<file path="src/fpga_consts.svh">
// Bank select codes, controller addresses and sizes for the CPU bus
// Bank code 3 (STM) is reserved and has no implementation
// Controller addresses not listed here are accepted and ignored
`ifndef FPGA_CONSTS_SVH
`define FPGA_CONSTS_SVH

////////////////////
// Bank select, addr[16:15]
`define BRAM_SELECT_CONTROLLER 2'd0
`define BRAM_SELECT_MOD        2'd1
`define BRAM_SELECT_NORMAL     2'd2

////////////////////
// Controller word addresses, addr[14:1]
`define ADDR_CTL_FLAG          14'h0000
`define ADDR_MOD_MEM_PAGE      14'h0020
`define ADDR_MOD_CYCLE         14'h0021
`define ADDR_MOD_FREQ_DIV_0    14'h0022
`define ADDR_MOD_FREQ_DIV_1    14'h0023

// Control word bits
`define CTL_FLAG_FORCE_FAN_BIT 4
`define CTL_FLAG_SYNC_BIT      8

////////////////////
// Sizes
`define NUM_TRANS              249
`define MOD_PAGE_WORDS         16384

`endif
</file>
<file path="src/fpga_pkg.sv">
// Types for the CPU bus data word
// One written word is read as a duty/phase pair or as two mod samples
`default_nettype none

package fpga_pkg;

  // Normal bank word
  typedef struct packed {
    logic [7:0] duty;
    logic [7:0] phase;
  } duty_phase_t;

  // Modulation bank word, two 8-bit samples
  typedef struct packed {
    logic [7:0] odd;   // Sample at index 2n+1
    logic [7:0] even;  // Sample at index 2n
  } mod_pair_t;

  typedef union packed {
    duty_phase_t dp;
    mod_pair_t   pair;
  } bus_word_u;

endpackage

`default_nettype wire

</file>
<file path="src/cpu_bus_if.sv">
// Decoded write side of the CPU bus, single cycle wr strobe
// sel, waddr and wdata are only meaningful while wr is high
`timescale 1ns/1ps
`default_nettype none

interface cpu_bus_if;

  logic                  wr;
  logic [1:0]            sel;
  logic [13:0]           waddr;
  fpga_pkg::bus_word_u   wdata;

  modport master (
    output wr,
    output sel,
    output waddr,
    output wdata
  );

  modport slave (
    input wr,
    input sel,
    input waddr,
    input wdata
  );

endinterface

`default_nettype wire

</file>
<file path="src/cpu_bus_decoder.sv">
// Turns the raw CPU strobes into a one-cycle write on cpu_bus_if
// Assumes addr and data are stable while cs1_n and we0_n are low
// addr[0] is not decoded
`timescale 1ns/1ps
`default_nettype none

module cpu_bus_decoder (
  input  wire logic        CPU_CKIO,
  input  wire logic        arst_n,
  input  wire logic        cs1_n,
  input  wire logic        we0_n,
  input  wire logic [16:0] addr,
  input  wire logic [15:0] data,
  cpu_bus_if.master        bus
);

  logic cs_q;
  logic we_q;
  logic act_q;
  logic act;
  logic start;

  assign act   = ~cs_q & ~we_q;  // Both strobes sampled low
  assign start = act & ~act_q;

  ////////////////////
  // Strobe sampling and edge detect
  always_ff @(posedge CPU_CKIO or negedge arst_n) begin
    if (!arst_n) begin
      cs_q   <= 1'b1;
      we_q   <= 1'b1;
      act_q  <= 1'b0;
      bus.wr <= 1'b0;
    end else begin
      cs_q   <= cs1_n;
      we_q   <= we0_n;
      act_q  <= act;
      bus.wr <= start;
    end
  end

  // Address and data go out together with wr
  always_ff @(posedge CPU_CKIO) begin
    if (start) begin
      bus.sel   <= addr[16:15];
      bus.waddr <= addr[14:1];
      bus.wdata <= data;
    end
  end

endmodule

`default_nettype wire

</file>
<file path="src/flat_wrapper.sv">
// flat-port wrapper written by rule: the top's interface ports become plain ports
module cpu_bus_decoder_flat 
  (CPU_CKIO, arst_n, cs1_n, we0_n, addr, data, bus_wr, bus_sel, bus_waddr, bus_wdata);
  cpu_bus_if bus_i ();
  input  wire logic CPU_CKIO;
  input  wire logic arst_n;
  input  wire logic cs1_n;
  input  wire logic we0_n;
  input  wire logic [16:0] addr;
  input  wire logic [15:0] data;
  output wire logic [$bits(bus_i.wr)-1:0] bus_wr;
  output wire logic [$bits(bus_i.sel)-1:0] bus_sel;
  output wire logic [$bits(bus_i.waddr)-1:0] bus_waddr;
  output wire logic [$bits(bus_i.wdata)-1:0] bus_wdata;
  assign bus_wr = bus_i.wr;
  assign bus_sel = bus_i.sel;
  assign bus_waddr = bus_i.waddr;
  assign bus_wdata = bus_i.wdata;
  cpu_bus_decoder u_core (.CPU_CKIO(CPU_CKIO), .arst_n(arst_n), .cs1_n(cs1_n), .we0_n(we0_n), .addr(addr), .data(data), .bus(bus_i));
endmodule
</file>
<file path="config.mk">
export PLATFORM = sky130hd
export DESIGN_NAME = cpu_bus_decoder_flat
export DESIGN_NICKNAME = d
export VERILOG_FILES = /design/src/fpga_consts.svh /design/src/fpga_pkg.sv /design/src/cpu_bus_if.sv /design/src/cpu_bus_decoder.sv /design/src/flat_wrapper.sv
export SDC_FILE = /design/constraint.sdc
export NUM_CORES = 1
export LEC_CHECK = 0
export BUFFER_PORTS_ARGS = -buffer_cell sky130_fd_sc_hd__buf_2
export CORE_UTILIZATION = 35
export DETAILED_ROUTE_END_ITERATION = 6
export PLACE_DENSITY = 0.79
export REMOVE_ABC_BUFFERS = 1
export SYNTH_ARGS = -nofsm -noshare
export SYNTH_HDL_FRONTEND = slang
export SYNTH_SLANG_ARGS = --single-unit
</file>
<file path="constraint.sdc">
create_clock -name CPU_CKIO -period 4.46 [get_ports CPU_CKIO]
set_clock_uncertainty 0.15 [all_clocks]
set_input_delay 0.446 -clock CPU_CKIO [delete_from_list [all_inputs] [get_ports CPU_CKIO]]
set_output_delay 0.446 -clock CPU_CKIO [all_outputs]
set_load 0.01 [all_outputs]
</file>
==> out/results.ini <==
[clock_tree]
clk_path_buf_depth = 2
post_cts_buffers = 0
clk_latency_ps = 320
cts_tree = yes
htreeDepth = 2
cts_buffers = 5
cts-root-buf = clkbuf_4
clk_pin_slew_ps = 100
cts_resized = 0
clock-sinks = 36

[sta]
fmax_ghz = 0.685
fin_crit_sh_pct = 32.7
maxSlewViolCount = 0
worst_slack_ps = 3000
fin_crit_ps = 1460
rsz0062_at_grt = no
slew-limit-headroom_pct = 73.2
setup_violations = 0
final_hold_viol_count = 0
worst_pin_slew_ps = 403
fin_tns_setup_ps = 0

[yosys]
synth_area_per_cell_um2 = 28.3
yosysTopAreaCell = edfxtp_1
yosysWarnings = 0
ys_top_cells_by_area = edfxtp_1 (89%), dfstp_2 (4.9%), dfrtp_1 (4.6%)
async_flop_share_pct = 11.1
synth_top_flop_cell = edfxtp_1
synth-edff-count = 32
syn_inst = 38
yosysMostFrequentCell = edfxtp_1
synth_area_um2 = 1080
synthDominantCellAreaShare_pct = 89.2
synth_cell_types = 5
yosys_register_bits = 36
ys_seq_area_share_pct = 98.7
yosys-top-cells-count = edfxtp_1 (32), dfrtp_1 (2), dfstp_2 (2), nor2_1 (1), nor3_2 (1)

[routing]
drtAntennaViolNets = 0
drt_iter0_markers = 11
drt_wl_total_mm = 1.84
vias = 660
route.met3.wl_um = 273
wl_met2_um = 943
dr.pass1.iters = 5
post_drt_wl_per_cell_um = 12.5
viasPerCell = 4.49
drc_errors = 4
top_layer = met4
drt-met1-wl_um = 592

[power]
switchingPower_mw = 0.119
clkPwrFrac_pct = 30.6
max-vdd-ir-drop_mv = 0.241
p_total_mw = 0.615
swShare_pct = 19.4
power_density_nw_per_um2 = 397
internal_power_mw = 0.496
seq_power_share_pct = 63.0
pwr-share-comb_pct = 6.4
p_leak_nw = 0.666

[global_routing]
grt_pass1_wl_mm = 2.89
grt_max_degree = 34
antenna_found_initial = 0
grt-ovfl-total = 0
grt_usage_pct = 12.7
grt_pass1_vias = 727

[finish]
fillers = 229
multi_input_area_um2 = 20.0
regArea_um2 = 1060
n_antenna_cell = 0
drive_gt1_share_pct = 68.1
layout.nets = 152
area_delta_synth_final_pct = 43.8

[min_path]
min-delay-start = cs1_n
worstHoldPathType = in2reg

[worst_setup_path]
required_ps = 3860
path_class = reg2out
cp-start-kind = flip-flop
critical-path-max-stage-delay_ps = 380
end_kind = primary output
path_buf_inv = 1
worstSetupStartpoint = u_core.bus.wdata[7]
crit_fanout = 1
worst_path_max_delay_cell = edfxtp_1
crit_arrival_ps = 860
r2r-start = u_core.act_q
path_delay_family = flip-flops
ff2ff_setup_slack_ps = 3000
cp_cell_sequence = buf_2

[floorplanning]
rows = 19
die_w_um = 57.5
start_util_pct = 38.1
io-pin-count = 70
die-area_um2 = 3300
fp.dieH_um = 57.5
core-area_um2 = 2830

[outcome]
violations = design-rule violations
status = finished, violations left

[place]
place.gp.congestion = 0.685
portBuffers = 68
dpl_worst_slack_ps = 3010

[run]
drv_cap = 0

==> worst register-to-register path, delay by kind of cell (launching register included) <==
kind	cells	cell delay, ps
flops	1	410
simple gates	1	170
buf+inv	1	380
==> power groups by stage <==
stage                     sequential (mW)  combinational, mW  clock, mW
after detailed placement            0.395             0.0391          0
after CTS                           0.387             0.0398      0.196
final                               0.387             0.0392      0.188
after floorplan                     0.401            0.00448          0
after global placement              0.394             0.0378          0
after global routing                0.389             0.0426      0.209
==> cell families (layout without fill, tap and decap cells) <==
logic type,after synthesis,after routing,share of synthesized area [%]
DFF,36,36,98.7
and+or+nand+nor,2,2,1.28
buffers and inverters,0,78,0
==> routing by layer <==
layer  up-vias  GRT usage, %
li1        300             -
met1       303          10.3
met2        53          21.1
met3         4          9.52
met4         0          8.01
met5         -             0
==> flip-flops by register name (all words and copies together) (netlist names) <==
register and flops:
u_core.act_q 1, u_core.bus.sel 2, u_core.bus.waddr 14, u_core.bus.wdata 16, u_core.bus.wr 1, u_core.cs_q 1
u_core.we_q 1
==> repair_timing <==
action / in CTS / in global routing
hold buffers: 1 / 0
endpoints found under the hold margin: 4 / 0
endpoints found under the setup margin: 0 / 0
==> final cells by class <==
cell class                      count  area share (%)
Timing Repair Buffer               70            23.1
Sequential cell                    36            68.7
Multi-Input combinational cell      2            1.29
Clock buffer                        8            4.44
Tap cell                           31            2.50
==> stage by stage <==
stage	cells	utilization (%)	cell area [µm²]	hold slack, ps
after detailed placement	138	52.0	1470	102
after CTS	147	54.8	1550	47.1
after floorplan	38	-	1080	0.409
after global placement	138	52.0	1470	97.0
after global routing	147	54.8	1550	28.0
final	147	54.8	1550	63.4
==> cells in the final DEF, fill, tap and decap left out <==
cell and n:
buf_2 68, clkbuf_4 5, dlygate4sd3_1 1, nor3_4 1, buf_4 1, dfstp_2 2
nor2_1 1, clkbuf_8 2, edfxtp_1 32, dfrtp_1 2, clkbuf_1 1
==> final timing paths <==
kind / endpoint / cells past startpoint
max reg2reg: u_core.bus.waddr[0] / 2
min in group asynchronous: u_core.bus.wr / 2
max in group asynchronous: u_core.cs_q / 2
min reg2reg: u_core.act_q / 1
min: u_core.cs_q / 1
max: bus_wdata[7] / 1
(Power assumes the default switching activity.)
