===== config.mk =====
export PLATFORM = sky130hd
export DESIGN_NAME = duty_phase_mem_flat
export DESIGN_NICKNAME = d
export VERILOG_FILES = /design/src/fpga_pkg.sv /design/src/cpu_bus_if.sv /design/src/duty_phase_mem.sv /design/src/flat_wrapper.sv
export VERILOG_INCLUDE_DIRS = /design/src
export SDC_FILE = /design/constraint.sdc
export NUM_CORES = 2
export LEC_CHECK = 0
export BUFFER_PORTS_ARGS = -buffer_cell sky130_fd_sc_hd__buf_2
export CORE_MARGIN = 5
export CORE_UTILIZATION = 30
export DETAILED_ROUTE_END_ITERATION = 10
export HOLD_SLACK_MARGIN = 0.06
export MAX_ROUTING_LAYER = met4
export PLACE_DENSITY = 0.5
export REMOVE_ABC_BUFFERS = 1
export SKIP_CTS_REPAIR_TIMING = 1
export SLEW_MARGIN = 20
export SYNTH_ARGS = -nofsm -noshare
export SYNTH_HDL_FRONTEND = slang
export SYNTH_SLANG_ARGS = --single-unit

===== constraint.sdc =====
create_clock -name CPU_CKIO -period 4.9 [get_ports CPU_CKIO]
set_input_delay 0.245 -clock CPU_CKIO [delete_from_list [all_inputs] [get_ports CPU_CKIO]]
set_output_delay 0.245 -clock CPU_CKIO [all_outputs]
set_load 0.05 [all_outputs]

===== src/fpga_consts.svh =====
// Bank select codes, controller addresses and sizes for the CPU bus
// Bank code 3 (STM) is reserved and has no implementation
// Controller addresses not listed here are accepted and ignored
`ifndef FPGA_CONSTS_SVH
`define FPGA_CONSTS_SVH

////////////////////
// Bank select, addr[16:15]
`define BRAM_SELECT_CONTROLLER 2'd0
`define BRAM_SELECT_MOD        2'd1
`define BRAM_SELECT_NORMAL     2'd2

////////////////////
// Controller word addresses, addr[14:1]
`define ADDR_CTL_FLAG          14'h0000
`define ADDR_MOD_MEM_PAGE      14'h0020
`define ADDR_MOD_CYCLE         14'h0021
`define ADDR_MOD_FREQ_DIV_0    14'h0022
`define ADDR_MOD_FREQ_DIV_1    14'h0023

// Control word bits
`define CTL_FLAG_FORCE_FAN_BIT 4
`define CTL_FLAG_SYNC_BIT      8

////////////////////
// Sizes
`define NUM_TRANS              249
`define MOD_PAGE_WORDS         16384

`endif

===== src/fpga_pkg.sv =====
// Types for the CPU bus data word
// One written word is read as a duty/phase pair or as two mod samples
`default_nettype none

package fpga_pkg;

  // Normal bank word
  typedef struct packed {
    logic [7:0] duty;
    logic [7:0] phase;
  } duty_phase_t;

  // Modulation bank word, two 8-bit samples
  typedef struct packed {
    logic [7:0] odd;   // Sample at index 2n+1
    logic [7:0] even;  // Sample at index 2n
  } mod_pair_t;

  typedef union packed {
    duty_phase_t dp;
    mod_pair_t   pair;
  } bus_word_u;

endpackage

`default_nettype wire


===== src/cpu_bus_if.sv =====
// Decoded write side of the CPU bus, single cycle wr strobe
// sel, waddr and wdata are only meaningful while wr is high
`timescale 1ns/1ps
`default_nettype none

interface cpu_bus_if;

  logic                  wr;
  logic [1:0]            sel;
  logic [13:0]           waddr;
  fpga_pkg::bus_word_u   wdata;

  modport master (
    output wr,
    output sel,
    output waddr,
    output wdata
  );

  modport slave (
    input wr,
    input sel,
    input waddr,
    input wdata
  );

endinterface

`default_nettype wire


===== src/duty_phase_mem.sv =====
// Duty/phase table, one word per transducer
// Writes at or beyond NUM_TRANS are dropped, read is registered
`timescale 1ns/1ps
`default_nettype none

`include "fpga_consts.svh"

module duty_phase_mem (
  input  wire logic          CPU_CKIO,
  cpu_bus_if.slave           bus,
  input  wire logic [7:0]    rd_idx,
  output fpga_pkg::duty_phase_t rd_word
);

  fpga_pkg::duty_phase_t mem [0:`NUM_TRANS-1];
  logic                  wr_en;

  assign wr_en = bus.wr && (bus.sel == `BRAM_SELECT_NORMAL)
                 && (bus.waddr < 14'(`NUM_TRANS));

  always_ff @(posedge CPU_CKIO) begin
    if (wr_en) begin
      mem[bus.waddr[7:0]] <= bus.wdata.dp;
    end
  end

  always_ff @(posedge CPU_CKIO) begin
    rd_word <= mem[rd_idx];  // rd_idx always below NUM_TRANS
  end

endmodule

`default_nettype wire


===== src/flat_wrapper.sv =====
// flat-port wrapper written by rule: the top's interface ports become plain ports
module duty_phase_mem_flat 
  (CPU_CKIO, rd_idx, rd_word, bus_wr, bus_sel, bus_waddr, bus_wdata);
  cpu_bus_if bus_i ();
  input  wire logic CPU_CKIO;
  input  wire logic [7:0] rd_idx;
  output fpga_pkg::duty_phase_t rd_word;
  input wire logic [$bits(bus_i.wr)-1:0] bus_wr;
  input wire logic [$bits(bus_i.sel)-1:0] bus_sel;
  input wire logic [$bits(bus_i.waddr)-1:0] bus_waddr;
  input wire logic [$bits(bus_i.wdata)-1:0] bus_wdata;
  assign bus_i.wr = bus_wr;
  assign bus_i.sel = bus_sel;
  assign bus_i.waddr = bus_waddr;
  assign bus_i.wdata = bus_wdata;
  duty_phase_mem u_core (.CPU_CKIO(CPU_CKIO), .bus(bus_i), .rd_idx(rd_idx), .rd_word(rd_word));
endmodule

==> summary.txt <==
Slowest Stage Delay on Critical Path - 0.76 ns
post-synthesis async set-or-reset flop share - 0%
final hold violation count - 0
Residual DRC - 0
leakage - 55.9 nW
Global Route Usage Sum - 18.5%
clk slew on worst S/H paths - 0.06 ns
status - finished, final reports clean
Total Nets Final - 7604
Final ANT Viol Nets - 0
max layer used - met4
max_cap viols - 0
RSZ-0062 raised after global routing - false
YS warnings - 0
CP max-delay cell - nand2_2
critical path type - in2reg
Die Y - 726 um
Finish-stage setup viols - 0
area share of the largest cell type after synthesis - 77.7%
htree depth - 5
FMAX - 0.267 GHz
top area cells in the synthesized netlist - edfxtp_1 78%, mux4_2 15%, mux2i_1 1.3%
Max FO, Critical Path - 16
met2 wire len - 226000 um
cell count after synthesis - 6843
vias in the first global route - 77451
max_slew headroom - 14.7%
Die Width - 726 um
I/O Pins - 58
met3 WL - 40400 um
Root Driver - clkbuf_16
crit-path cells - buf_2 > or4_1 > nor3_1 > nand4b_1 > o21bai_1 > nor3_1 > nand2_2 > buf_4 > nor2_2 > buf_4
Via-to-Cell Ratio - 5.29
core area - 512000 sq um
Routed Wire Length - 487000 um
final slew viol count - 0
routability cong. - 0.875
sequential element share of the synthesized area - 77.9%
HPWL Detailed - 308000 um
period utilization - 76.5%
share of cells above drive strength 1 - 32.5%
Area Growth Syn to Fin - 17.3%
Starting Density - 30.0%
M1 WL - 207000 um
post-synthesis area per instance - 22.5 sq um
first-pass detailed-route iteration total - 6
Top FF cell, synth - edfxtp_1
synth unique cells - 72
Tmin final - 3.75 ns
EDFF count, synth - 3984
port buffer count - 57
HP Class - in2reg
Cell Rows - 263
GR Overflow Total - 0
crit end category - flop
pwr dens - 409 nW/um^2
Critical Path RT - 5.55 ns
Slew @ Worst Pin - 1.28 ns
Setup TNS - 0 ns
Synth Register Bits - 4000
startpoint type of the worst setup path - primary input
Clock Latency Late Sink - 1.04 ns
DR WL/cell - 33.1 um
initial antenna violation count - 40
CTS buffer count - 426
Clock Path Buffers - 4
first-pass GRT wire length - 668000 um
die area - 528000 sq um
cell taking the most area after synthesis - edfxtp_1
skew final - 0.0975 ns
Initial DRC Count - 10889
Peak VDD IR - 0.000305 V
total power - 0.0738 W
Post-Syn Area - 154000 sq um
via count - 77751
Clock Sinks - 4000
largest net degree at the start of global routing - 145
critical path arrival - 4.39 ns
TritonCTS clock tree - done
## power by group
group | switching, W | internal, W | leakage [nW]
Clock | 0.0137 | 0.0184 | 6.75
Sequential | 0.0000727 | 0.0376 | 35.9
Combinational | 0.00275 | 0.00129 | 13.2
## sequential cells by signal (all words and copies together), names as in the netlist
| register | flops |
|---|---|
| u_core.mem | 3984 |
| u_core.rd_word | 16 |
## cells in the final DEF, fill, tap and decap left out, types with 19 or more instances in the layout
master,netlist,routed
a211oi_1,45,45
a21oi_1,90,90
a22oi_1,71,71
a31oi_1,25,25
buf_12,6,61
buf_2,127,35
buf_4,92,540
bufinv_16,0,41
clkbuf_1,110,89
clkbuf_16,0,429
clkinv_1,1,82
clkinv_2,0,85
diode_2,0,32
dlygate4sd3_1,0,19
edfxtp_1,3984,3984
mux2_2,33,33
mux2i_1,201,201
mux4_2,1012,1012
nand2_1,197,186
nand2b_1,20,19
nand3_1,46,42
nor2_1,296,73
nor2_2,0,222
nor2b_1,41,37
nor3_1,44,44
o21ai_0,49,48
o22ai_1,70,70
## final cells by class
class	instances	area (sq um)
fill	46819	332000
sequential	4000	120000
multi-input combinational	2450	32300
clock buffer	524	11200
tap	6757	8450
timing repair buffer	675	5930
clock inverter	256	2740
antenna	32	80.1
inverter	9	48.8
## critical path: cells and delay by family
| kind | cells | cell delay [ns] |
|---|---|---|
| buf+inv | 3 | 0.88 |
| compound gates | 1 | 0.39 |
| simple gates | 6 | 2.82 |
## routing by layer
layer / GRT usage (%) / vias to the layer above
li1: - / 30560
met1: 25.9 / 42623
met2: 28.1 / 3897
met3: 3.18 / 671
met4: 4.63 / 0
met5: - / -
## final timing paths
kind / slack [ns] / endpoint / from / cells after the start
max: 1.15 / u_core.mem[235][14] / bus_waddr[10] / 10
min reg2reg: 1.03 / u_core.rd_word[4] / u_core.mem[248][4] / 3
max reg2reg: 1.51 / u_core.rd_word[6] / u_core.mem[161][6] / 8
min: 0.13 / u_core.mem[92][1] / bus_wdata[1] / 1
## synthesized netlist by cell type, drive strengths merged, types with 3 or more instances
master and count:
o21ai 54, a221oi 12, a22o 8, mux4 1012, nor2b 41, and3 18
mux2i 201, dfxtp 16, nand2b 20, buf 274, a311oi 8, edfxtp 3984
and4 3, nand4 11, o311ai 6, a211o 3, a211oi 46, nor3 44
nand2 197, nor2 296, nand3 46, a21oi 90, nor3b 4, clkbuf 110
a2111oi 13, o31ai 8, o211ai 7, o22ai 70, a22oi 71, inv 8
o22a 4, nor4 18, or2 8, and2 13, mux2 33, o32ai 4
or4 3, o221ai 18, or3 9, a31oi 25
## stage by stage
| stage | instance area [sq um] | hold WS (ns) | std cells | worst slack [ns] | utilization, % |
|---|---|---|---|---|---|
| finish | 181000 | 0.133 | 14703 | 1.15 | 35.3 |
| global route | 181000 | 0.128 | 14687 | 0.926 | 35.3 |
| CTS | 180000 | -0.397 | 14652 | 1.30 | 35.2 |
| detailed placement | 167000 | 0.692 | 13872 | 0.261 | 32.5 |
| global placement | 166000 | 0.683 | 13872 | 0.337 | 32.5 |
| floorplan | 152000 | 0.343 | 6459 | 0.738 | - |
## cells by family after synthesis
family / Yosys count / share of synthesized area (%)
AND/OR/NAND/NOR: 739 / 2.15
buffers and inverters: 393 / 1.53
flip-flops: 4000 / 77.9
AO/OA/AOI/OAI: 465 / 2.05
multiplexers: 1246 / 16.4
Power figures use the tool's default switching activity.
