--- src/fpga_consts.svh ---
// Bank select codes, controller addresses and sizes for the CPU bus
// Bank code 3 (STM) is reserved and has no implementation
// Controller addresses not listed here are accepted and ignored
`ifndef FPGA_CONSTS_SVH
`define FPGA_CONSTS_SVH

////////////////////
// Bank select, addr[16:15]
`define BRAM_SELECT_CONTROLLER 2'd0
`define BRAM_SELECT_MOD        2'd1
`define BRAM_SELECT_NORMAL     2'd2

////////////////////
// Controller word addresses, addr[14:1]
`define ADDR_CTL_FLAG          14'h0000
`define ADDR_MOD_MEM_PAGE      14'h0020
`define ADDR_MOD_CYCLE         14'h0021
`define ADDR_MOD_FREQ_DIV_0    14'h0022
`define ADDR_MOD_FREQ_DIV_1    14'h0023

// Control word bits
`define CTL_FLAG_FORCE_FAN_BIT 4
`define CTL_FLAG_SYNC_BIT      8

////////////////////
// Sizes
`define NUM_TRANS              249
`define MOD_PAGE_WORDS         16384

`endif
--- src/fpga_pkg.sv ---
// Types for the CPU bus data word
// One written word is read as a duty/phase pair or as two mod samples
`default_nettype none

package fpga_pkg;

  // Normal bank word
  typedef struct packed {
    logic [7:0] duty;
    logic [7:0] phase;
  } duty_phase_t;

  // Modulation bank word, two 8-bit samples
  typedef struct packed {
    logic [7:0] odd;   // Sample at index 2n+1
    logic [7:0] even;  // Sample at index 2n
  } mod_pair_t;

  typedef union packed {
    duty_phase_t dp;
    mod_pair_t   pair;
  } bus_word_u;

endpackage

`default_nettype wire

--- src/cpu_bus_if.sv ---
// Decoded write side of the CPU bus, single cycle wr strobe
// sel, waddr and wdata are only meaningful while wr is high
`timescale 1ns/1ps
`default_nettype none

interface cpu_bus_if;

  logic                  wr;
  logic [1:0]            sel;
  logic [13:0]           waddr;
  fpga_pkg::bus_word_u   wdata;

  modport master (
    output wr,
    output sel,
    output waddr,
    output wdata
  );

  modport slave (
    input wr,
    input sel,
    input waddr,
    input wdata
  );

endinterface

`default_nettype wire

--- src/ctl_regs.sv ---
// Controller register bank, write only
// Sync bit is not stored and only produces sync_pulse
// Unknown controller addresses are ignored
`timescale 1ns/1ps
`default_nettype none

`include "fpga_consts.svh"

module ctl_regs (
  input  wire logic   CPU_CKIO,
  input  wire logic   arst_n,
  cpu_bus_if.slave    bus,
  output logic [15:0] mod_cycle,
  output logic [31:0] mod_freq_div,
  output logic        mod_page,
  output logic        sync_pulse,
  output logic        force_fan
);

  logic ctl_wr;

  assign ctl_wr = bus.wr && (bus.sel == `BRAM_SELECT_CONTROLLER);

  always_ff @(posedge CPU_CKIO or negedge arst_n) begin
    if (!arst_n) begin
      mod_cycle    <= '0;
      mod_freq_div <= '0;
      mod_page     <= 1'b0;
      sync_pulse   <= 1'b0;
      force_fan    <= 1'b0;
    end else begin
      sync_pulse <= 1'b0;  // One cycle only
      if (ctl_wr) begin
        case (bus.waddr)
          `ADDR_CTL_FLAG: begin
            force_fan  <= bus.wdata[`CTL_FLAG_FORCE_FAN_BIT];
            sync_pulse <= bus.wdata[`CTL_FLAG_SYNC_BIT];
          end
          `ADDR_MOD_MEM_PAGE: begin
            mod_page <= bus.wdata[0];
          end
          `ADDR_MOD_CYCLE: begin
            mod_cycle <= bus.wdata;
          end
          ////////////////////
          // Division value arrives as two halves
          `ADDR_MOD_FREQ_DIV_0: begin
            mod_freq_div[15:0] <= bus.wdata;
          end
          `ADDR_MOD_FREQ_DIV_1: begin
            mod_freq_div[31:16] <= bus.wdata;
          end
          default: begin
            // Silencer, delay and sync time addresses land here
          end
        endcase
      end
    end
  end

endmodule

`default_nettype wire

--- src/flat_wrapper.sv ---
// flat-port wrapper written by rule: the top's interface ports become plain ports
module ctl_regs_flat 
  (CPU_CKIO, arst_n, mod_cycle, mod_freq_div, mod_page, sync_pulse, force_fan, bus_wr, bus_sel, bus_waddr, bus_wdata);
  cpu_bus_if bus_i ();
  input  wire logic CPU_CKIO;
  input  wire logic arst_n;
  output logic [15:0] mod_cycle;
  output logic [31:0] mod_freq_div;
  output logic mod_page;
  output logic sync_pulse;
  output logic force_fan;
  input wire logic [$bits(bus_i.wr)-1:0] bus_wr;
  input wire logic [$bits(bus_i.sel)-1:0] bus_sel;
  input wire logic [$bits(bus_i.waddr)-1:0] bus_waddr;
  input wire logic [$bits(bus_i.wdata)-1:0] bus_wdata;
  assign bus_i.wr = bus_wr;
  assign bus_i.sel = bus_sel;
  assign bus_i.waddr = bus_waddr;
  assign bus_i.wdata = bus_wdata;
  ctl_regs u_core (.CPU_CKIO(CPU_CKIO), .arst_n(arst_n), .bus(bus_i), .mod_cycle(mod_cycle), .mod_freq_div(mod_freq_div), .mod_page(mod_page), .sync_pulse(sync_pulse), .force_fan(force_fan));
endmodule
--- config.mk ---
export PLATFORM = sky130hd
export DESIGN_NAME = ctl_regs_flat
export DESIGN_NICKNAME = d
export VERILOG_FILES = /design/src/fpga_pkg.sv /design/src/cpu_bus_if.sv /design/src/ctl_regs.sv /design/src/flat_wrapper.sv
export VERILOG_INCLUDE_DIRS = /design/src
export SDC_FILE = /design/constraint.sdc
export NUM_CORES = 1
export LEC_CHECK = 0
export BUFFER_PORTS_ARGS = -buffer_cell sky130_fd_sc_hd__buf_2
export CELL_PAD_IN_SITES_DETAIL_PLACEMENT = 0
export CELL_PAD_IN_SITES_GLOBAL_PLACEMENT = 2
export CORE_MARGIN = 2
export CORE_UTILIZATION = 25
export CTS_BUF_LIST = sky130_fd_sc_hd__clkbuf_8
export DETAILED_ROUTE_END_ITERATION = 8
export PLACE_DENSITY = 0.74
export SLEW_MARGIN = 20
export SYNTH_ARGS = -nofsm -noshare
export SYNTH_HDL_FRONTEND = slang
export SYNTH_SLANG_ARGS = --single-unit
--- constraint.sdc ---
create_clock -name CPU_CKIO -period 1 [get_ports CPU_CKIO]
set_input_delay 0.15 -clock CPU_CKIO [delete_from_list [all_inputs] [get_ports CPU_CKIO]]
set_output_delay 0.15 -clock CPU_CKIO [all_outputs]
set_load 0.05 [all_outputs]
==> reports/summary.md <==
- run status: finished, violations left
- violated checks: setup timing
- area of the die: 9325 µm²
- estimated wirelength of the detail-placed design: 3621 µm
- Slowest Stage Delay on Critical Path: 520 ps
- area after detailed placement: 2836 µm²
- cell class contributing the biggest share of worst-path delay: simple AND/OR/NAND/NOR gates
- CP max stage cell: or4_4
- CTS sink cnt: 51
- cell count after synthesis: 119
- final-report setup violation count: 91
- vias per std cell: 4.078
- number of detailed-routing iterations run before antenna repair: 4
- required time of the worst setup path: 1180 ps
- sequential area share after synthesis: 59.58%
- Hold Path Class: input port to register
- total CTS buffers: 5
- Rel. slew slack: 77.08%
- Slew @ Worst Pin: 340.7 ps
- leakage power of the design: 1.973 nW
- global route total overflow: 0
- relative contribution of combinational cells to total power: 5.2%
- buffers from clock root to sink, at most: 2
- Post-Syn Area: 2142 µm²
- total of max-cap violations: 0
- setup repair after global routing missed its margin: true
- io pins: 86
- Highest Clock Rate: 619.0 MHz
- final total negative setup slack: -29640 ps
- data arrival at the endpoint of the critical path: 1800 ps
- worst ir drop on vdd: 798.3 µV
- number of max-slew violations in the final report: 0
- starting DRC count in detailed routing: 16
- Synthesized Nets: 154
- overall track demand over capacity in global routing: 11.10%
- share of the clock period used by the worst path after layout: 161.6%
- sequential share of power: 52.1%
- core area: 8258 µm²
- final hold slack: 110.8 ps
- number of H-tree levels: 2
- layout cell share with drive strength beyond 1: 77.65%
- Detail Route Antenna Nets: 0
- non-filler instance count after layout: 360
- wire length after detailed routing: 5191 µm
- Placed Cells incl. Taps: 320
- kind of start point of the critical path: input port
- category of the worst setup path capture point: register
- Crit Path Class: input port to register
- Synth Area per Inst: 18.00 µm²
- Setup Slack @ Placement: -945.5 ps
- Final Total Pwr: 3.956 mW
- final weighted congestion in routability-driven placement: 0.6564
- clock insertion delay at the later pin of the skew report: 300 ps
- initial antenna violation count: 0
- worst clock skew: 0 ps
- via count of the first global-routing pass: 1538
- Die Y-Extent: 96.57 µm
- wire length of the first global-routing pass: 7845 µm
- Residual DRC: 0
- Yosys warning count: 0
- Power Internal: 3.151 mW
- number of I/O port buffers: 85
- Clock transition at path regs: 90 ps
- routed wire length per instance: 14.42 µm
- net total in the final layout: 289
- standard-cell rows: 33
- hold violation count in the final report: 0
- Buf+Inv Stages, Crit Path: 2
- clock root buffer master: clkbuf_8
- worst path setup slack after routing: -615.6 ps
- diode insertion count for antenna repair: 0
- post-route core utilization: 43.39%
- vias: 1468
- TritonCTS clock tree: yes
- net switching share of the total power: 20.34%
- Switching Power: 804.7 µW
- cells traversed along the worst timing path: buf_6, or4_4, and4bb_4, nand4_4, buf_12, mux2_4
- Area growth syn-to-layout: 67.29%
- Starting Density: 25.94%
- fin area: 3583 µm²
- areal power density over the cells: 1104 nW/µm²
- part of the power in the clock network: 42.7%
- critical path peak fanout: 15
- number of unique standard cell types used by synthesis: 15
- fin crit period: 1616 ps
- pin count of the biggest net entering global routing: 52
- number of flip-flops and latches in the synthesized netlist: 51
- die outline width: 96.57 µm
## power by group through the flow
stage / Clock [mW] / Sequential, mW / Combinational, mW
2_1_floorplan: 0 / 2.11 / 0.0271
3_3_place_gp: 0 / 2.10 / 0.191
6_report: 1.69 / 2.06 / 0.204
5_1_grt: 1.82 / 2.06 / 0.229
4_1_cts: 1.75 / 2.06 / 0.203
3_5_place_dp: 0 / 2.10 / 0.193
## cell usage after synthesis
library cell | n | area (µm²)
and4bb_4 | 1 | 16.27
mux2_2 | 20 | 225.2
buf_4 | 1 | 7.510
nor2b_1 | 1 | 6.260
mux2_4 | 30 | 450.4
or4_4 | 1 | 11.26
nand2b_1 | 1 | 6.260
nand4b_4 | 2 | 47.55
nand3_1 | 2 | 10.01
dfrtp_1 | 51 | 1276
buf_6 | 3 | 33.78
nor4_1 | 3 | 18.77
nand4_4 | 1 | 21.27
or4_1 | 1 | 7.510
nor2_1 | 1 | 3.750
## logic make-up (layout without fill, tap and decap cells)
family	count (synthesis)	in the layout	synth area share [%]
buf+inv	4	140	1.928
flops	51	51	59.58
mux	50	50	31.54
simple gates	14	14	6.952
## path summary, 6_finish.rpt
kind | from | cells after the start | to | slack (ps)
min reg2reg | u_core.mod_freq_div[18] | 1 | u_core.mod_freq_div[18] | 530
min | bus_wdata[7] | 2 | u_core.mod_freq_div[23] | 110
max in group asynchronous | arst_n | 3 | u_core.mod_freq_div[28] | 410
max reg2reg | u_core.mod_cycle[0] | 2 | u_core.mod_cycle[0] | 80
min in group asynchronous | arst_n | 3 | u_core.mod_cycle[4] | 380
max | bus_waddr[13] | 6 | u_core.mod_freq_div[21] | -620
## per-layer routing
metal	global-route usage, %	share of wire [%]	vias to the layer above
met5	0	0	-
met4	2.465	0.19	0
met3	3.258	6.4	2
met2	19.10	52	43
met1	13.78	41	725
li1	-	-	698
## placed cells by master, fill, tap and decap left out
| cell | instances |
|---|---|
| buf_6 | 54 |
| dlygate4sd3_1 | 1 |
| nor4_4 | 2 |
| nor2_1 | 1 |
| buf_2 | 33 |
| buf_4 | 39 |
| dfrtp_1 | 51 |
| and4bb_4 | 1 |
| nand4b_4 | 2 |
| clkbuf_8 | 5 |
| nand2b_1 | 1 |
| mux2_2 | 20 |
| clkinvlp_4 | 1 |
| nand3_2 | 1 |
| nand4_4 | 1 |
| mux2_4 | 30 |
| nor2b_1 | 1 |
| nor4_1 | 1 |
| or4_4 | 2 |
| nand3_1 | 1 |
| buf_12 | 5 |
| bufinv_16 | 2 |
## final cells by class
class                      count  area [µm²]
fill                         768        4674
sequential                    51        1276
timing repair buffer         132        1176
multi-input combinational     64       863.3
tap                          105       131.4
clock buffer                   5       68.82
clock inverter                 3       67.56
## repair_timing
item | CTS | global route
resized for setup | 105 | 5
hold buffers | 1 | 0
buffers inserted | 25 | 6
hold endpoints to repair | 51 | 0
setup endpoints to repair | 102 | 102
## registers in the layout, indices dropped and copies added (netlist names)
signal / count
u_core.mod_cycle: 16
u_core.force_fan: 1
u_core.mod_freq_div: 32
u_core.sync_pulse: 1
u_core.mod_page: 1
No activity file was read; power rests on OpenSTA's default activity.
