===== src/fpga_consts.svh =====
// Bank select codes, controller addresses and sizes for the CPU bus
// Bank code 3 (STM) is reserved and has no implementation
// Controller addresses not listed here are accepted and ignored
`ifndef FPGA_CONSTS_SVH
`define FPGA_CONSTS_SVH

////////////////////
// Bank select, addr[16:15]
`define BRAM_SELECT_CONTROLLER 2'd0
`define BRAM_SELECT_MOD        2'd1
`define BRAM_SELECT_NORMAL     2'd2

////////////////////
// Controller word addresses, addr[14:1]
`define ADDR_CTL_FLAG          14'h0000
`define ADDR_MOD_MEM_PAGE      14'h0020
`define ADDR_MOD_CYCLE         14'h0021
`define ADDR_MOD_FREQ_DIV_0    14'h0022
`define ADDR_MOD_FREQ_DIV_1    14'h0023

// Control word bits
`define CTL_FLAG_FORCE_FAN_BIT 4
`define CTL_FLAG_SYNC_BIT      8

////////////////////
// Sizes
`define NUM_TRANS              249
`define MOD_PAGE_WORDS         16384

`endif

===== src/mod_sampler.sv =====
// Modulation index generator
// Index steps every mod_freq_div+1 cycles and wraps after mod_cycle
// sync_pulse restarts both the index and the divider
`timescale 1ns/1ps
`default_nettype none

module mod_sampler (
  input  wire logic        CPU_CKIO,
  input  wire logic        arst_n,
  input  wire logic [15:0] mod_cycle,
  input  wire logic [31:0] mod_freq_div,
  input  wire logic        sync_pulse,
  output logic [15:0]      sample_idx
);

  logic [31:0] div_cnt;

  always_ff @(posedge CPU_CKIO or negedge arst_n) begin
    if (!arst_n) begin
      div_cnt    <= '0;
      sample_idx <= '0;
    end else if (sync_pulse) begin
      div_cnt    <= '0;
      sample_idx <= '0;
    end else if (div_cnt == mod_freq_div) begin
      div_cnt <= '0;
      // >= also catches a cycle length lowered below the current index
      if (sample_idx >= mod_cycle) begin
        sample_idx <= '0;
      end else begin
        sample_idx <= sample_idx + 16'd1;
      end
    end else begin
      div_cnt <= div_cnt + 32'd1;
    end
  end

endmodule

`default_nettype wire


===== config.mk =====
export PLATFORM = sky130hd
export DESIGN_NAME = mod_sampler
export DESIGN_NICKNAME = d
export VERILOG_FILES = /design/src/fpga_consts.svh /design/src/mod_sampler.sv
export SDC_FILE = /design/constraint.sdc
export NUM_CORES = 1
export LEC_CHECK = 0
export CAP_MARGIN = 20
export CORE_ASPECT_RATIO = 1.1
export CORE_MARGIN = 2
export CORE_UTILIZATION = 40
export DETAILED_ROUTE_END_ITERATION = 16
export DONT_BUFFER_PORTS = 1
export PLACE_DENSITY = 0.55
export SLEW_MARGIN = 20
export SYNTH_ARGS = -nofsm -noshare
export SYNTH_HDL_FRONTEND = slang
export SYNTH_SLANG_ARGS = --single-unit

===== constraint.sdc =====
create_clock -name CPU_CKIO -period 2.4 [get_ports CPU_CKIO]
set_input_delay 0.6 -clock CPU_CKIO [delete_from_list [all_inputs] [get_ports CPU_CKIO]]
set_output_delay 0.6 -clock CPU_CKIO [all_outputs]
set_load 0.005 [all_outputs]

==> results.yml, run 1 <==
status:
  run_status: "complete, no violations"
detailed_routing:
  dr.first_iter.drc_count: 88
  ant_nets: 0
  total_number_of_vias: 2537
  vias_per_cell: 5.20
  drt_wl_total_mm: 7.47
  drtPass1Iterations: 4
  detail_route.drc_violations: 0
  routedWlPerCell_um: 15.3
setup_path:
  critPathKind: "flip-flop to flip-flop"
  setup.reg_to_reg.worst_slack_ns: 0.15
  critical_path.startpoint_type: "flip-flop"
  cp_data_required_time_ns: 2.61
  cp-end-kind: "flip-flop"
  cp_max_fo: 7
  worstPathArrival_ns: 2.46
power_and_ir_drop:
  power_per_cell_area_nw_per_um2: 487
  power_leakage_nw: 1.56
  vdd.ir_drop.worst_uv: 296
  total_power_mw: 1.77
yosys:
  syn-cell-area_um2: 3200
  yosysWarnings: 0
  synth_seq_area_share_pct: 37.5
  predominant_post_synthesis_flop_cell: "sky130_fd_sc_hd__dfrtp_1"
  synth_top_cells_by_count: "sky130_fd_sc_hd__dfrtp_1 (48), sky130_fd_sc_hd__xnor2_1 (45), sky130_fd_sc_hd__nor2_1 (42)"
  ys_ff_latch: 48
  synth_area_per_cell_um2: 9.07
  synth_nets: 422
  yosys-top-cells-area: "sky130_fd_sc_hd__dfrtp_1 (38%), sky130_fd_sc_hd__xnor2_1 (12%), sky130_fd_sc_hd__ha_1 (7.0%)"
  synth_top_area_share_pct: 37.5
  synth_area_leader_cell: "sky130_fd_sc_hd__dfrtp_1"
  asyncSetResetFlopFracSynth_pct: 100
  netlist_instances: 353
  synth_enable_flop_cells: 0
  synth_most_common_cell: "sky130_fd_sc_hd__dfrtp_1"
  ys_types: 43
sta:
  max_slew_margin_pct: 60.4
  fin_crit_ns: 2.25
  layout_worst_path_cycle_share_pct: 93.8
  drv_slew: 0
  report.final.hold_viol_count: 0
  finalClockSkew_ns: 0.0131
  final-setup-viol-count: 0
  fmaxAchievable_mhz: 444
  max_slew.worst_pin.slew_ns: 0.588
  hold_slack_ns: 0.136
cts:
  root_buffer: "sky130_fd_sc_hd__clkbuf_8"
  cts_num_sinks: 48
  clk-insertion-delay-late_ns: 0.30
  cts.reportedPaths.clkPinSlew_ns: 0.10
  number_of_clock_buffers_inserted_by_tritoncts: 5
  htree_num_levels: 2
  max-clock-path-buffers: 2
  tritoncts_clock_tree: "done"
die:
  dieWidth_um: 89.3
  io-pin-count: 67
  effective_utilization_at_floorplan_pct: 40.9
  design.die.area_um2: 8740
  row_count: 34
  floorplan.die.height_um: 97.9
  core-area_um2: 7830
global_routing:
  grt_util_all_layers_pct: 17.4
  overflow: 0
  grt_first_pass_wirelength_mm: 11.9
  antenna_violations_before_repair: 0
  grt_start_max_net_pins: 49
  first_global_vias: 2440
finish:
  final_nets: 448
  antennaDiodeCount: 0
  syn_to_final_growth_pct: 13.6
  layoutNonFillerInstCount: 488
  layout-drive-gt1-share_pct: 12.9
  num-fill-cells: 804
run:
  max_cap_viol_count: 0
min_path:
  hold_path.class: "input port to async pin"
place:
  detailedPlacementHpwl_mm: 5.92
  place.detailed.instances: 479
  gpl.final_weighted_congestion: 0.842
  port-buffer-count: 0
==> cell families after synthesis <==
group           after synthesis  synth area share [%]
fa+ha+maj                    18                  7.03
mux                           1                 0.313
xor+xnor                     58                  15.9
buf+inv                      41                  5.20
compound gates               49                  11.8
flops                        48                  37.5
simple gates                138                  22.3
==> cell type report <==
class,instances,area [um^2],area share (%)
multi-input cells,264,1840,50.6
flip-flops and latches,48,1200,33.0
repair buffers,28,230,6.33
well taps,108,135,3.72
inverters,32,120,3.30
clock buffers,5,68.8,1.89
clock inverters,3,42.5,1.17
==> registers in the layout (all words and copies together) (netlist names) <==
signal / flops
div_cnt: 32
sample_idx: 16
==> critical path, cell delays in order (launching register included) <==
cell and delay [ns]:
sky130_fd_sc_hd__dfrtp_1 0.38, sky130_fd_sc_hd__inv_1 0.11, sky130_fd_sc_hd__ha_1 0.23, sky130_fd_sc_hd__nand2b_1 0.14, sky130_fd_sc_hd__a2111oi_1 0.43, sky130_fd_sc_hd__o31a_1 0.22, sky130_fd_sc_hd__o211ai_2 0.10, sky130_fd_sc_hd__nand2b_2 0.29
sky130_fd_sc_hd__o31ai_2 0.25
==> through the flow <==
step | setup TNS [ns] | util, % | setup WS, ns | cell area [um^2]
3_3_place_gp | -0.355 | 44.6 | -0.0612 | 3490
2_1_floorplan | 0 | - | 0.104 | 3200
4_1_cts | 0 | 46.4 | 0.0246 | 3630
3_5_place_dp | -1.03 | 44.6 | -0.131 | 3490
5_1_grt | -0.116 | 46.5 | -0.0358 | 3640
6_report | 0 | 46.5 | 0.148 | 3640
==> routing by layer <==
| metal | vias to the layer above | wire, um | share of wire (%) | global-route usage, % |
|---|---|---|---|---|
| met1 | 1205 | 3270 | 44 | 22.6 |
| met4 | 0 | 23 | 0.31 | 2.41 |
| met3 | 2 | 426 | 5.7 | 4.99 |
| met2 | 54 | 3750 | 50 | 29.3 |
| met5 | - | 0 | 0 | 0 |
| li1 | 1276 | - | - | - |
==> where the power goes <==
group / switching (mW) / internal, mW / leakage (nW)
clock network: 0.281 / 0.309 / 0.0541
registers: 0.0270 / 0.838 / 0.663
logic: 0.169 / 0.147 / 0.841
total: 0.477 / 1.29 / 1.56
==> repair_timing <==
item	in CTS	in global routing
resized for setup	0	2
endpoints found under the setup margin	0	9
buffers inserted	0	0
hold endpoints to repair	48	0
hold buffers	1	0
==> final timing paths <==
| path | startpoint | end | depth (start not counted) |
|---|---|---|---|
| max | sample_idx[0] | sample_idx[7] | 8 |
| min | arst_n | div_cnt[13] | 1 |
| max reg2reg | sample_idx[0] | sample_idx[7] | 8 |
| min reg2reg | sample_idx[0] | sample_idx[0] | 2 |
| max in group asynchronous | arst_n | div_cnt[20] | 1 |
| min in group CPU_CKIO | sync_pulse | div_cnt[1] | 2 |
==> layout by cell type, fill, tap and decap left out, types with 2 or more instances in the layout <==
master,netlist,routed
sky130_fd_sc_hd__dfrtp_1,48,48
sky130_fd_sc_hd__xnor2_1,45,45
sky130_fd_sc_hd__nor2_1,42,42
sky130_fd_sc_hd__inv_1,32,32
sky130_fd_sc_hd__buf_4,1,27
sky130_fd_sc_hd__nand3_1,22,22
sky130_fd_sc_hd__nand4_1,19,19
sky130_fd_sc_hd__ha_1,18,18
sky130_fd_sc_hd__nand2_1,16,16
sky130_fd_sc_hd__xor2_1,13,13
sky130_fd_sc_hd__a21oi_1,8,8
sky130_fd_sc_hd__nor3_1,8,8
sky130_fd_sc_hd__and3_1,7,7
sky130_fd_sc_hd__o21ai_1,6,6
sky130_fd_sc_hd__a22o_1,6,6
sky130_fd_sc_hd__o22a_1,6,6
sky130_fd_sc_hd__o31ai_2,6,6
sky130_fd_sc_hd__nor4_1,5,5
sky130_fd_sc_hd__clkbuf_8,0,5
sky130_fd_sc_hd__o21ai_0,4,4
sky130_fd_sc_hd__or3_1,3,3
sky130_fd_sc_hd__nor2b_1,3,3
sky130_fd_sc_hd__and2_1,2,2
sky130_fd_sc_hd__nor2_2,2,2
sky130_fd_sc_hd__and4_1,2,2
sky130_fd_sc_hd__a21o_1,2,2
sky130_fd_sc_hd__nand2b_1,3,2
sky130_fd_sc_hd__o22ai_1,2,2
Note: power is estimated with default switching activity, not from simulation.
==> run 2: changes to the inputs <==
--- a/config.mk
+++ b/config.mk
@@ -12,6 +12,7 @@
 export DETAILED_ROUTE_END_ITERATION = 16
 export DONT_BUFFER_PORTS = 1
 export PLACE_DENSITY = 0.55
+export REMOVE_ABC_BUFFERS = 1
 export SLEW_MARGIN = 20
 export SYNTH_ARGS = -nofsm -noshare
 export SYNTH_HDL_FRONTEND = slang
==> run 2 against run 1 <==
Fmax is 1.8% higher. Worst setup slack better by 0.040 ns. Critical path type unchanged. Combinational power hardly changed. Wire length is 5.8% higher. Register-to-register slack better by 0.04 ns. Highest routed layer unchanged. Clock power is 19% lower. Total power is 6.1% lower. Cell count is 0.41% lower.
==> results.yml, run 2 (same netlist as run 1, synthesis figures left out) <==
status:
  run_status: "complete, no violations"
sta:
  finalClockSkew_ns: 0.00646
  rsz0062_at_grt: "no"
  fmaxAchievable_mhz: 452
  layout_worst_path_cycle_share_pct: 92.2
  report.final.hold_viol_count: 0
  final-setup-viol-count: 0
  fin_crit_ns: 2.21
  finalSetupTns_ns: 0
  max_slew_margin_pct: 59.4
  drv_slew: 0
  max_slew.worst_pin.slew_ns: 0.604
  post-route-worst-setup-slack_ns: 0.188
global_routing:
  first_global_vias: 2550
  grt_util_all_layers_pct: 18.8
  grt_start_max_net_pins: 49
  overflow: 0
  grt_first_pass_wirelength_mm: 12.8
  antenna_violations_before_repair: 0
finish:
  final_common_cell: "sky130_fd_sc_hd__dfrtp_1"
  layout-drive-gt1-share_pct: 12.4
  final_nets: 447
  layout.core_utilization_pct: 46.0
  syn_to_final_growth_pct: 12.4
  largest_registers: "div_cnt (32), sample_idx (16)"
  largest_reg_flops: 32
  antennaDiodeCount: 0
  largest_register: "div_cnt"
  layout_common_cells: "sky130_fd_sc_hd__dfrtp_1 (48), sky130_fd_sc_hd__xnor2_1 (45), sky130_fd_sc_hd__nor2_1 (42)"
die:
  core-area_um2: 7830
  effective_utilization_at_floorplan_pct: 40.9
  floorplan.die.height_um: 97.9
  row_count: 34
  io-pin-count: 67
  design.die.area_um2: 8740
  dieWidth_um: 89.3
power_and_ir_drop:
  total_power_mw: 1.66
  vdd.ir_drop.worst_uv: 192
  power_leakage_nw: 1.54
  power_per_cell_area_nw_per_um2: 462
detailed_routing:
  routedWlPerCell_um: 16.3
  vias_per_cell: 5.27
  total_number_of_vias: 2559
  dr.first_iter.drc_count: 78
  detail_route.drc_violations: 0
  drtPass1Iterations: 4
  ant_nets: 0
  drt_wl_total_mm: 7.90
cts:
  number_of_clock_buffers_inserted_by_tritoncts: 5
  cts.repair_timing.setup_buffer_count: 0
  tritoncts_clock_tree: "done"
  cts_num_sinks: 48
  root_buffer: "sky130_fd_sc_hd__clkbuf_8"
  cts.reportedPaths.clkPinSlew_ns: 0.09
  max-clock-path-buffers: 2
  clk-insertion-delay-late_ns: 0.30
  htree_num_levels: 2
place:
  port-buffer-count: 0
  pre_cts_ws_ns: -0.158
  gpl.final_weighted_congestion: 0.819
  detailedPlacementHpwl_mm: 6.12
setup_path:
  critical_path.startpoint_type: "flip-flop"
  critPathKind: "flip-flop to flip-flop"
  cp-end-kind: "flip-flop"
  cp_max_fo: 7
  worstPathArrival_ns: 2.43
  cp_data_required_time_ns: 2.61
  setup.reg_to_reg.worst_slack_ns: 0.19
min_path:
  hold_path.class: "input port to async pin"
run:
  max_cap_viol_count: 0
==> run 2: cell count changes in the layout (fill, tap and decap cells not counted) <==
cell,before,now
sky130_fd_sc_hd__buf_4,27,26
sky130_fd_sc_hd__bufinv_16,1,0
==> run 2: worst paths after layout <==
check | end | cells after the start | start
min | div_cnt[4] | 1 | arst_n
min reg2reg | div_cnt[31] | 2 | div_cnt[31]
min in group CPU_CKIO | div_cnt[1] | 2 | sync_pulse
max | sample_idx[9] | 8 | sample_idx[15]
max in group asynchronous | sample_idx[15] | 1 | arst_n
max reg2reg | sample_idx[9] | 8 | sample_idx[15]
==> run 2: per-layer routing <==
| metal | routed length [um] | global-route usage [%] | vias to the layer above |
|---|---|---|---|
| li1 | - | - | 1274 |
| met5 | 0 | 0 | - |
| met1 | 3480 | 24.4 | 1214 |
| met3 | 487 | 4.40 | 9 |
| met2 | 3850 | 31.5 | 62 |
| met4 | 82 | 4.13 | 0 |
==> run 2: worst max-delay path: stages (launching register included) <==
cell and delay (ns):
sky130_fd_sc_hd__dfrtp_1 0.44, sky130_fd_sc_hd__ha_1 0.31, sky130_fd_sc_hd__nand4_1 0.15, sky130_fd_sc_hd__nor2_1 0.07, sky130_fd_sc_hd__nor4_1 0.35, sky130_fd_sc_hd__buf_4 0.18
sky130_fd_sc_hd__o211ai_2 0.09, sky130_fd_sc_hd__nand2b_2 0.29, sky130_fd_sc_hd__o31ai_2 0.24
==> run 2: layout make-up <==
type                       count  area (um^2)
clock buffer                   5         68.8
clock inverter                 2         12.5
fill                         815         4230
inverter                      32          120
multi-input combinational    264         1840
sequential                    48         1200
tap                          108          135
timing repair buffer          27          223
==> run 2: where the power goes <==
group          switching, mW  leakage, nW  internal, mW  total (mW)
Combinational          0.172        0.836         0.146       0.318
Sequential            0.0278        0.663         0.838       0.866
Clock                  0.280       0.0400         0.198       0.479
Total                  0.480         1.54          1.18        1.66
==> run 2: through the flow <==
stage / hold WS, ns / cells / area [um^2]
after global routing: 0.138 / 486 / 3600
after CTS: 0.147 / 486 / 3600
final: 0.130 / 486 / 3600
after global placement: 0.306 / 478 / 3490
after detailed placement: 0.305 / 478 / 3490
after floorplan: 0.304 / 344 / 3160
==> run 2: what timing repair did <==
item / 4_1_cts / 5_1_grt
endpoints found under the setup margin: 0 / 10
resized for setup: 0 / 2
endpoints found under the hold margin: 48 / 0
hold buffers: 1 / 0
